`config.mk`:
```
export PLATFORM = sky130hd
export DESIGN_NAME = posit_encoder
export DESIGN_NICKNAME = d
export VERILOG_FILES = /design/src/design/ppu_pkg.sv /design/src/design/ppu_stream_pkg.sv /design/src/design/pack_fields.sv /design/src/design/compute_rounding.sv /design/src/design/posit_assembler.sv /design/src/design/pipe_stage.sv /design/src/design/posit_encoder.sv
export SDC_FILE = /design/constraint.sdc
export NUM_CORES = 1
export LEC_CHECK = 0
export BUFFER_PORTS_ARGS = -buffer_cell sky130_fd_sc_hd__buf_2
export CELL_PAD_IN_SITES_DETAIL_PLACEMENT = 1
export CELL_PAD_IN_SITES_GLOBAL_PLACEMENT = 1
export CORE_UTILIZATION = 43
export CTS_CLUSTER_SIZE = 16
export DETAILED_ROUTE_END_ITERATION = 8
export HOLD_SLACK_MARGIN = 0.06
export PLACE_DENSITY = 0.82
export SETUP_SLACK_MARGIN = 0.05
export SLEW_MARGIN = 15
export SYNTH_ARGS = -nofsm -noshare
export SYNTH_HDL_FRONTEND = slang
export SYNTH_SLANG_ARGS = --single-unit
export TNS_END_PERCENT = 30
```
`constraint.sdc`:
```
create_clock -name clk_i -period 8.2 [get_ports clk_i]
set_clock_uncertainty 0.2 [all_clocks]
set_input_delay 0 -clock clk_i [delete_from_list [all_inputs] [get_ports clk_i]]
set_output_delay 0 -clock clk_i [all_outputs]
set_load 0.01 [all_outputs]
```
`src/design/ppu_pkg.sv`:
```
`default_nettype none

package ppu_pkg;

  // posit format.
  localparam int N  = 16;
  localparam int ES = 1;

  // signed total exponent as delivered by the normalizer.
  localparam int TE_BITS = 8;

  // the regime value k is clamped to +/-(N-2) and always fits here.
  localparam int K_BITS = 6;

  localparam int FRAC_FULL_SIZE = 16;  // fraction without hidden bit.
  localparam int MANT_SIZE      = N - 3;

  localparam int REG_LEN_BITS  = 5;  // regime run plus terminator, up to N bits.
  localparam int MANT_LEN_BITS = 6;  // signed, the fraction field can be negative.

  // the shift between full and kept fraction is held in S+2 bits.
  localparam int S = 5;

  // special encodings.
  localparam logic [N-1:0] MAXPOS = {1'b0, {(N - 1) {1'b1}}};
  localparam logic [N-1:0] MINPOS = {{(N - 1) {1'b0}}, 1'b1};
  localparam logic [N-1:0] NAR    = {1'b1, {(N - 1) {1'b0}}};

  function automatic int min(input int a, input int b);
    if (a < b) begin
      return a;
    end
    return b;
  endfunction

  function automatic int max(input int a, input int b);
    if (a > b) begin
      return a;
    end
    return b;
  endfunction

endpackage

`default_nettype wire

```
`src/design/ppu_stream_pkg.sv`:
```
`default_nettype none

package ppu_stream_pkg;
  import ppu_pkg::*;

  // normalized value waiting to be encoded.
  typedef struct packed {
    logic                      sign;
    logic                      is_zero;
    logic                      is_nar;
    logic [TE_BITS-1:0]        total_exp;
    logic [FRAC_FULL_SIZE-1:0] frac_full;
    logic                      frac_truncated;
  } enc_in_t;

  // encoded result.
  typedef struct packed {
    logic [N-1:0] posit;
  } enc_out_t;

endpackage

`default_nettype wire

```
`src/design/pack_fields.sv`:
```
`timescale 1ns/1ps
`default_nettype none

module pack_fields
  import ppu_pkg::*;
(
  input  wire  [TE_BITS-1:0]        total_exp_i,
  input  wire  [FRAC_FULL_SIZE-1:0] frac_full_i,

  output logic [K_BITS-1:0]         k_o,
  output logic [ES-1:0]             next_exp_o,
  output logic [MANT_SIZE-1:0]      frac_o,
  output logic [MANT_LEN_BITS-1:0]  frac_len_o,
  output logic [S+1:0]              frac_len_diff_o,
  output logic                      k_is_oob_o,
  output logic                      non_zero_frac_field_size_o
);

  logic signed [TE_BITS-1:0]       k_raw;
  logic signed [TE_BITS-1:0]       k_clamped;
  logic        [ES-1:0]            exp_raw;
  logic        [REG_LEN_BITS-1:0]  reg_len;
  logic signed [MANT_LEN_BITS-1:0] frac_len;
  int                              es_len;
  int                              exp_drop;

  // total_exp = k * 2^ES + exp.
  assign k_raw   = $signed(total_exp_i) >>> ES;
  assign exp_raw = total_exp_i[ES-1:0];

  // beyond +/-(N-2) the regime alone no longer fits into the word.
  assign k_clamped  = TE_BITS'(max(min(int'(k_raw), N - 2), 2 - N));
  assign k_is_oob_o = k_raw != k_clamped;
  assign k_o        = K_BITS'(k_clamped);

  // run of k+1 ones or -k zeros, plus the terminating bit.
  assign reg_len = k_clamped[TE_BITS-1] ? REG_LEN_BITS'(1 - k_clamped)
                                        : REG_LEN_BITS'(k_clamped + 2);

  assign frac_len = MANT_LEN_BITS'(N - 1 - ES - int'(reg_len));

  // exponent bits left in the word after sign and regime, may go negative.
  assign es_len = min(ES, N - 1 - int'(reg_len));

  // the exponent keeps its bits down to the first position below the word.
  // that bit is the round bit when the fraction field has no room at all.
  // anything deeper is zeroed.
  assign exp_drop   = max(0, ES - es_len - 1);
  assign next_exp_o = (exp_raw >> exp_drop) << exp_drop;

  assign frac_len_diff_o = (S + 2)'(FRAC_FULL_SIZE - int'(frac_len));

  // leading frac_len bits of the fraction, right aligned.
  assign frac_o = MANT_SIZE'(frac_full_i >> frac_len_diff_o);

  assign frac_len_o                 = frac_len;
  assign non_zero_frac_field_size_o = !frac_len[MANT_LEN_BITS-1];

endmodule

`default_nettype wire

```
`src/design/compute_rounding.sv`:
```
`timescale 1ns/1ps
`default_nettype none

module compute_rounding
  import ppu_pkg::*;
(
  input  wire [FRAC_FULL_SIZE-1:0] frac_full_i,
  input  wire [MANT_LEN_BITS-1:0]  frac_len_i,
  input  wire [S+1:0]              frac_len_diff_i,
  input  wire                      frac_truncated_i,

  output logic                     round_bit_o,
  output logic                     sticky_bit_o
);

  logic                      field_neg;
  logic [FRAC_FULL_SIZE-1:0] round_mask;
  logic [FRAC_FULL_SIZE-1:0] sticky_mask;

  assign field_neg = frac_len_i[MANT_LEN_BITS-1];

  // one-hot on the first fraction bit that does not fit.
  // with a negative field the round position lies in the exponent instead.
  always_comb begin
    if (field_neg) begin
      round_mask = '0;
    end else begin
      round_mask = FRAC_FULL_SIZE'(1) << (frac_len_diff_i - 1'b1);
    end
  end

  // everything below the round bit.
  always_comb begin
    if (field_neg) begin
      sticky_mask = '1;  // the whole fraction is pushed out.
    end else begin
      sticky_mask = round_mask - 1'b1;
    end
  end

  assign round_bit_o = |(frac_full_i & round_mask);

  // bits already lost upstream count as sticky.
  assign sticky_bit_o = (|(frac_full_i & sticky_mask)) | frac_truncated_i;

endmodule

`default_nettype wire

```
`src/design/posit_assembler.sv`:
```
`timescale 1ns/1ps
`default_nettype none

module posit_assembler
  import ppu_pkg::*;
(
  input  wire                 sign_i,
  input  wire                 is_zero_i,
  input  wire                 is_nar_i,
  input  wire [K_BITS-1:0]    k_i,
  input  wire [ES-1:0]        next_exp_i,
  input  wire [MANT_SIZE-1:0] frac_i,
  input  wire                 k_is_oob_i,
  input  wire                 non_zero_frac_field_size_i,
  input  wire                 round_bit_i,
  input  wire                 sticky_bit_i,

  output logic [N-1:0]        posit_o
);

  logic signed [K_BITS-1:0]       k;
  logic        [REG_LEN_BITS-1:0] reg_len;
  logic        [REG_LEN_BITS-1:0] run_len;
  logic        [N-1:0]            regime_u;
  logic        [N-1:0]            exp_u;
  logic        [N-1:0]            frac_u;
  logic        [N-1:0]            word_u;
  logic        [N-2:0]            mag;
  logic        [N-2:0]            mag_round;
  logic        [N-2:0]            mag_clamped;
  logic        [N-2:0]            mag_final;
  logic                           guard_bit;
  logic                           round_up;
  logic        [N-1:0]            signed_word;

  assign k       = $signed(k_i);
  assign reg_len = k[K_BITS-1] ? REG_LEN_BITS'(1 - k) : REG_LEN_BITS'(k + 2);
  assign run_len = reg_len - 1'b1;

  // word_u is the magnitude (N-1 bits) followed by one extra bit at the
  // round position, so an exponent that is pushed out still lands there.
  always_comb begin
    if (k[K_BITS-1]) begin
      regime_u = {1'b1, {(N - 1) {1'b0}}} >> run_len;  // zeros, then a one.
    end else begin
      regime_u = ~({N{1'b1}} >> run_len);  // ones, then a zero.
    end
  end

  assign exp_u  = {next_exp_i, {(N - ES) {1'b0}}} >> reg_len;
  assign frac_u = {{(N - MANT_SIZE - 1) {1'b0}}, frac_i, 1'b0};
  assign word_u = regime_u | exp_u | frac_u;

  assign mag = word_u[N-1:1];

  assign guard_bit = non_zero_frac_field_size_i ? round_bit_i : word_u[0];
  assign round_up  = guard_bit & (sticky_bit_i | mag[0]);  // nearest, ties to even.

  // maxpos never rounds up into NaR.
  assign mag_round = (round_up && mag != MAXPOS[N-2:0]) ? mag + 1'b1 : mag;

  assign mag_clamped = (mag_round < MINPOS[N-2:0]) ? MINPOS[N-2:0] : mag_round;

  always_comb begin
    if (k_is_oob_i) begin
      mag_final = k[K_BITS-1] ? MINPOS[N-2:0] : MAXPOS[N-2:0];
    end else begin
      mag_final = mag_clamped;
    end
  end

  assign signed_word = sign_i ? ~{1'b0, mag_final} + 1'b1 : {1'b0, mag_final};

  always_comb begin
    if (is_nar_i) begin
      posit_o = NAR;
    end else if (is_zero_i) begin
      posit_o = '0;
    end else begin
      posit_o = signed_word;
    end
  end

endmodule

`default_nettype wire

```
`src/design/pipe_stage.sv`:
```
`timescale 1ns/1ps
`default_nettype none

module pipe_stage #(
  parameter type T = logic
) (
  input  wire   clk_i,
  input  wire   rst_i,

  input  wire   valid_i,
  output logic  ready_o,
  input  wire T data_i,

  output logic  valid_o,
  input  wire   ready_i,
  output T      data_o
);

  // the slot can take new data when it is empty or drains this cycle.
  assign ready_o = !valid_o || ready_i;

  always_ff @(posedge clk_i) begin
    if (rst_i) begin
      valid_o <= 1'b0;
    end else if (ready_o) begin
      valid_o <= valid_i;
    end
  end

  always_ff @(posedge clk_i) begin
    if (valid_i && ready_o) begin
      data_o <= data_i;  // loads only on a transfer.
    end
  end

endmodule

`default_nettype wire

```
`src/design/posit_encoder.sv`:
```
`timescale 1ns/1ps
`default_nettype none

module posit_encoder
  import ppu_pkg::*;
  import ppu_stream_pkg::*;
(
  input  wire                      clk_i,
  input  wire                      rst_i,

  input  wire                      in_valid_i,
  output logic                     in_ready_o,
  input  wire                      sign_i,
  input  wire                      is_zero_i,
  input  wire                      is_nar_i,
  input  wire [TE_BITS-1:0]        total_exp_i,
  input  wire [FRAC_FULL_SIZE-1:0] frac_full_i,
  input  wire                      frac_truncated_i,

  output logic [N-1:0]             posit_o,
  output logic                     out_valid_o,
  input  wire                      out_ready_i
);

  enc_in_t                  in_data;
  enc_in_t                  in_q;
  logic                     in_q_valid;
  logic                     in_q_ready;

  logic [K_BITS-1:0]        k;
  logic [ES-1:0]            next_exp;
  logic [MANT_SIZE-1:0]     frac;
  logic [MANT_LEN_BITS-1:0] frac_len;
  logic [S+1:0]             frac_len_diff;
  logic                     k_is_oob;
  logic                     non_zero_frac_field_size;
  logic                     round_bit;
  logic                     sticky_bit;
  logic [N-1:0]             posit_word;

  enc_out_t                 out_data;
  enc_out_t                 out_q;

  assign in_data = '{
    sign:           sign_i,
    is_zero:        is_zero_i,
    is_nar:         is_nar_i,
    total_exp:      total_exp_i,
    frac_full:      frac_full_i,
    frac_truncated: frac_truncated_i
  };

  pipe_stage #(
    .T       (enc_in_t)
  ) in_stage (
    .clk_i   (clk_i),
    .rst_i   (rst_i),
    .valid_i (in_valid_i),
    .ready_o (in_ready_o),
    .data_i  (in_data),
    .valid_o (in_q_valid),
    .ready_i (in_q_ready),
    .data_o  (in_q)
  );

  pack_fields pack_fields_inst (
    .total_exp_i                (in_q.total_exp),
    .frac_full_i                (in_q.frac_full),
    .k_o                        (k),
    .next_exp_o                 (next_exp),
    .frac_o                     (frac),
    .frac_len_o                 (frac_len),
    .frac_len_diff_o            (frac_len_diff),
    .k_is_oob_o                 (k_is_oob),
    .non_zero_frac_field_size_o (non_zero_frac_field_size)
  );

  compute_rounding compute_rounding_inst (
    .frac_full_i      (in_q.frac_full),
    .frac_len_i       (frac_len),
    .frac_len_diff_i  (frac_len_diff),
    .frac_truncated_i (in_q.frac_truncated),
    .round_bit_o      (round_bit),
    .sticky_bit_o     (sticky_bit)
  );

  posit_assembler posit_assembler_inst (
    .sign_i                     (in_q.sign),
    .is_zero_i                  (in_q.is_zero),
    .is_nar_i                   (in_q.is_nar),
    .k_i                        (k),
    .next_exp_i                 (next_exp),
    .frac_i                     (frac),
    .k_is_oob_i                 (k_is_oob),
    .non_zero_frac_field_size_i (non_zero_frac_field_size),
    .round_bit_i                (round_bit),
    .sticky_bit_i               (sticky_bit),
    .posit_o                    (posit_word)
  );

  assign out_data = '{posit: posit_word};

  pipe_stage #(
    .T       (enc_out_t)
  ) out_stage (
    .clk_i   (clk_i),
    .rst_i   (rst_i),
    .valid_i (in_q_valid),
    .ready_o (in_q_ready),
    .data_i  (out_data),
    .valid_o (out_valid_o),
    .ready_i (out_ready_i),
    .data_o  (out_q)
  );

  assign posit_o = out_q.posit;

endmodule

`default_nettype wire

```
==> impl_metrics.json <==
{
  "critPathTopFamily": "simple AND/OR/NAND/NOR gates",
  "n_antenna_cell": 0,
  "dieArea_um2": 17200,
  "chipWidth_um": 131,
  "grt_overflow": 0,
  "worstReg2RegStart": "in_stage.data_o[22]",
  "cap_viol_max_count": 0,
  "path_class": "reg -> reg",
  "critPathLaunchType": "register",
  "stdcell_area_um2": 8470,
  "required_ps": 8150,
  "min_path_cells": 3,
  "p_per_area_nw_per_um2": 168,
  "drt_iter0_drc": 813,
  "drive_gt1_share_pct": 22.6,
  "ys_warn_count": 0,
  "cp_max_fo": 23,
  "fmax_mhz": 127,
  "arrival_ps": 7840,
  "ys_async_sr_fraction_pct": 0,
  "hold_end": "in_stage.data_o[27]",
  "grt_start_max_net_pins": 35,
  "routabilityCongestion": 0.962,
  "rr_endpoint": "out_stage.data_o[14]",
  "ys_ff_latch": 46,
  "cp_num_buf_inv": 6,
  "synth.avg_cell_area_um2": 7.92,
  "drc": 0,
  "start_util_pct": 44.6,
  "worst_slew_pin_slew_ps": 1000,
  "max_slew_margin_pct": 32.4,
  "cts_made_buffers": 5,
  "tritoncts": "done",
  "grt.total_usage_pct": 32.6,
  "slowest_delay_ps": 420,
  "synthXorXnorAreaFrac_pct": 3.41,
  "final-max-slew-violation-count": 0,
  "cts_sinks": 46,
  "coreArea_um2": 16100,
  "ant_nets": 0,
  "fin_crit_sh_pct": 96.2,
  "finalCriticalPeriod_ps": 7890,
  "hold_viol_final": 0,
  "synth_fa_ha_area_share_pct": 3.66,
  "min_path_type": "in -> reg",
  "clockBufferDepth": 2,
  "synth_compound_area_share_pct": 33.8,
  "syn_inst": 908,
  "numPortBuffers": 49,
  "finalPower_mw": 1.42,
  "syn_area_um2": 7190,
  "r2r_slack_ps": 310,
  "dp_hpwl_mm": 21.0,
  "status": "complete, no violations",
  "grt_pass1_wl_mm": 44.7,
  "synth-simple-area-share_pct": 29.8,
  "htree_levels": 2,
  "ys_seq_area_share_pct": 18.9,
  "end_kind": "register",
  "crit_top_cell": "buf_4",
  "route.vias.total": 8287,
  "clock_latency_ps": 300,
  "dpl_cell_area_um2": 7770,
  "rr_worst_depth": 32,
  "finalSetupViolations": 0,
  "synth_nets": 961,
  "synth.distinct_cells": 111,
  "synth_edf_count": 44,
  "syn2layout_area_growth_pct": 17.9,
  "die_h_um": 131,
  "min-delay-start": "in_valid_i",
  "cp_slowest_cell": "edfxtp_1",
  "rows": 46,
  "peakVddDrop_v": 0.0000858,
  "yosys-mux-area-fraction_pct": 4.13,
  "io_pins": 50,
  "root_buffer": "clkbuf_16",
  "grt_pass1_vias": 8090,
  "synth_top_family_by_area": "compound AO/OA/AOI/OAI gates",
  "drt_first_pass_iters": 6,
  "antenna_found_initial": 0,
  "wirelength_mm": 28.9,
  "p_leak_nw": 3.05,
  "nets": 1048,
  "vias_per_cell": 6.84,
  "ys.flop_type": "edfxtp_1",
  "clk_pin_slew_ps": 70,
  "wl_per_cell_um": 23.8
}
-- worst max path at each step --
stage,start,end,slack (ps),depth (start not counted)
4_1_cts,in_stage.data_o[24],out_stage.data_o[8],80,33
3_3_place_gp,in_stage.data_o[24],out_stage.data_o[8],250,32
5_1_grt,in_stage.data_o[22],out_stage.data_o[14],-80,32
2_1_floorplan,in_stage.data_o[23],out_stage.data_o[8],40,42
3_5_place_dp,in_stage.data_o[24],out_stage.data_o[12],-30,37
6_report,in_stage.data_o[22],out_stage.data_o[14],310,32
-- worst min-delay path, stage by stage --
cell,delay [ps]
buf_2,110
and2_1,130
buf_4,240
-- cell usage after synthesis, types with 5 or more instances --
| cell type | n | area (um2) |
|---|---|---|
| o211a_1 | 6 | 60.1 |
| o211ai_1 | 15 | 113 |
| clkbuf_1 | 30 | 113 |
| nand3b_1 | 6 | 45.0 |
| and3_1 | 11 | 68.8 |
| nor4_1 | 9 | 56.3 |
| o21a_1 | 11 | 82.6 |
| and2_1 | 13 | 81.3 |
| inv_1 | 25 | 93.8 |
| a211o_1 | 10 | 87.6 |
| or3_1 | 10 | 62.6 |
| nor2_1 | 69 | 259 |
| a22oi_1 | 11 | 82.6 |
| o22ai_1 | 9 | 56.3 |
| xor2_1 | 6 | 52.6 |
| a31oi_1 | 19 | 119 |
| a21oi_1 | 47 | 235 |
| mux2i_1 | 19 | 190 |
| nor3_1 | 44 | 220 |
| a21o_1 | 8 | 60.1 |
| nand3_1 | 44 | 220 |
| or4_1 | 10 | 75.1 |
| or2_2 | 7 | 43.8 |
| o21ai_0 | 41 | 205 |
| a32oi_1 | 8 | 70.1 |
| nand2b_1 | 15 | 93.8 |
| nand4_1 | 21 | 131 |
| a211oi_1 | 16 | 120 |
| o31ai_1 | 10 | 75.1 |
| a221oi_1 | 5 | 43.8 |
| nand4b_1 | 6 | 52.6 |
| buf_4 | 10 | 75.1 |
| edfxtp_1 | 44 | 1320 |
| o311a_1 | 5 | 50.1 |
| ha_1 | 21 | 263 |
| buf_2 | 15 | 75.1 |
| xnor2_1 | 17 | 149 |
| nor2b_1 | 7 | 43.8 |
| buf_6 | 6 | 67.6 |
| nand2_1 | 84 | 315 |
| a311oi_1 | 5 | 43.8 |
-- final cells by class --
class / instances / area [um2]
Timing Repair Buffer: 144 / 1040
Multi-Input combinational cell: 770 / 5550
Fill cell: 2005 / 7640
Tap cell: 216 / 270
Clock buffer: 7 / 143
Clock inverter: 1 / 8.76
Inverter: 28 / 105
Sequential cell: 46 / 1360
-- layer usage --
layer	GRT usage (%)	up-vias	share of wire, %
li1	-	3711	-
met1	42.8	4086	42
met2	52.0	399	46
met3	5.59	91	7.6
met4	15.2	0	4.4
met5	0	-	0
-- through the flow --
stage                     hold WS, ps  util (%)  instances  setup slack [ps]  setup TNS [ps]
after floorplan                  -128         -        908              42.2               0
after global placement          -24.8      48.2       1159               246               0
after detailed placement        -21.3      48.2       1159             -32.1           -85.1
after CTS                         190      51.2       1198              83.3               0
after global routing              203      52.6       1212             -83.3            -237
final                             184      52.6       1212               308               0
-- state kept, by name (all words and copies together) (netlist names) --
name               flops
in_stage.data_o       28
in_stage.valid_o       1
out_stage.data_o      16
out_stage.valid_o      1
-- cell families after synthesis --
kind of cell / Yosys count
AOI/OAI and AO/OA: 304
xor gates and xnor gates: 25
adders and majority gates: 21
buffers and inverters: 92
DFF: 46
muxes: 26
and+or+nand+nor: 394
-- timing repair --
item	CTS	global route
endpoints found under the setup margin	6	14
gates cloned	0	0
buffers inserted	0	14
endpoints found under the hold margin	30	0
gates resized for setup	4	25
hold buffers	31	0
pin swaps	0	11
-- power breakdown --
group / switching (mW) / internal [mW] / leakage [nW] / total, mW
combinational: 0.576 / 0.337 / 2.54 / 0.912
sequential: 0.0179 / 0.275 / 0.440 / 0.292
clock: 0.0957 / 0.123 / 0.0745 / 0.219
total: 0.689 / 0.734 / 3.05 / 1.42
-- cells in the final DEF (no fill, tap or decap), types with 7 or more instances in the layout --
master and n:
o211ai_1 15, nand2_1 83, nor3_2 8, nand4_1 21
nand3_1 44, ha_1 16, nor4_1 8, o21ai_0 40
nand2b_1 15, buf_2 49, o21a_1 11, nor2_1 68
a21oi_1 47, a32oi_1 8, dlygate4sd3_1 31, a211o_1 10
buf_4 63, mux2i_1 17, or2_2 7, a21o_1 8
a211oi_1 14, and2_1 12, edfxtp_1 44, nor3_1 40
nor2b_1 7, or3_1 10, and3_1 11, or4_1 9
o31ai_1 10, a31oi_1 19, xnor2_1 17, o22ai_1 9
a22oi_1 10, inv_1 24
Power figures use the tool's default switching activity.
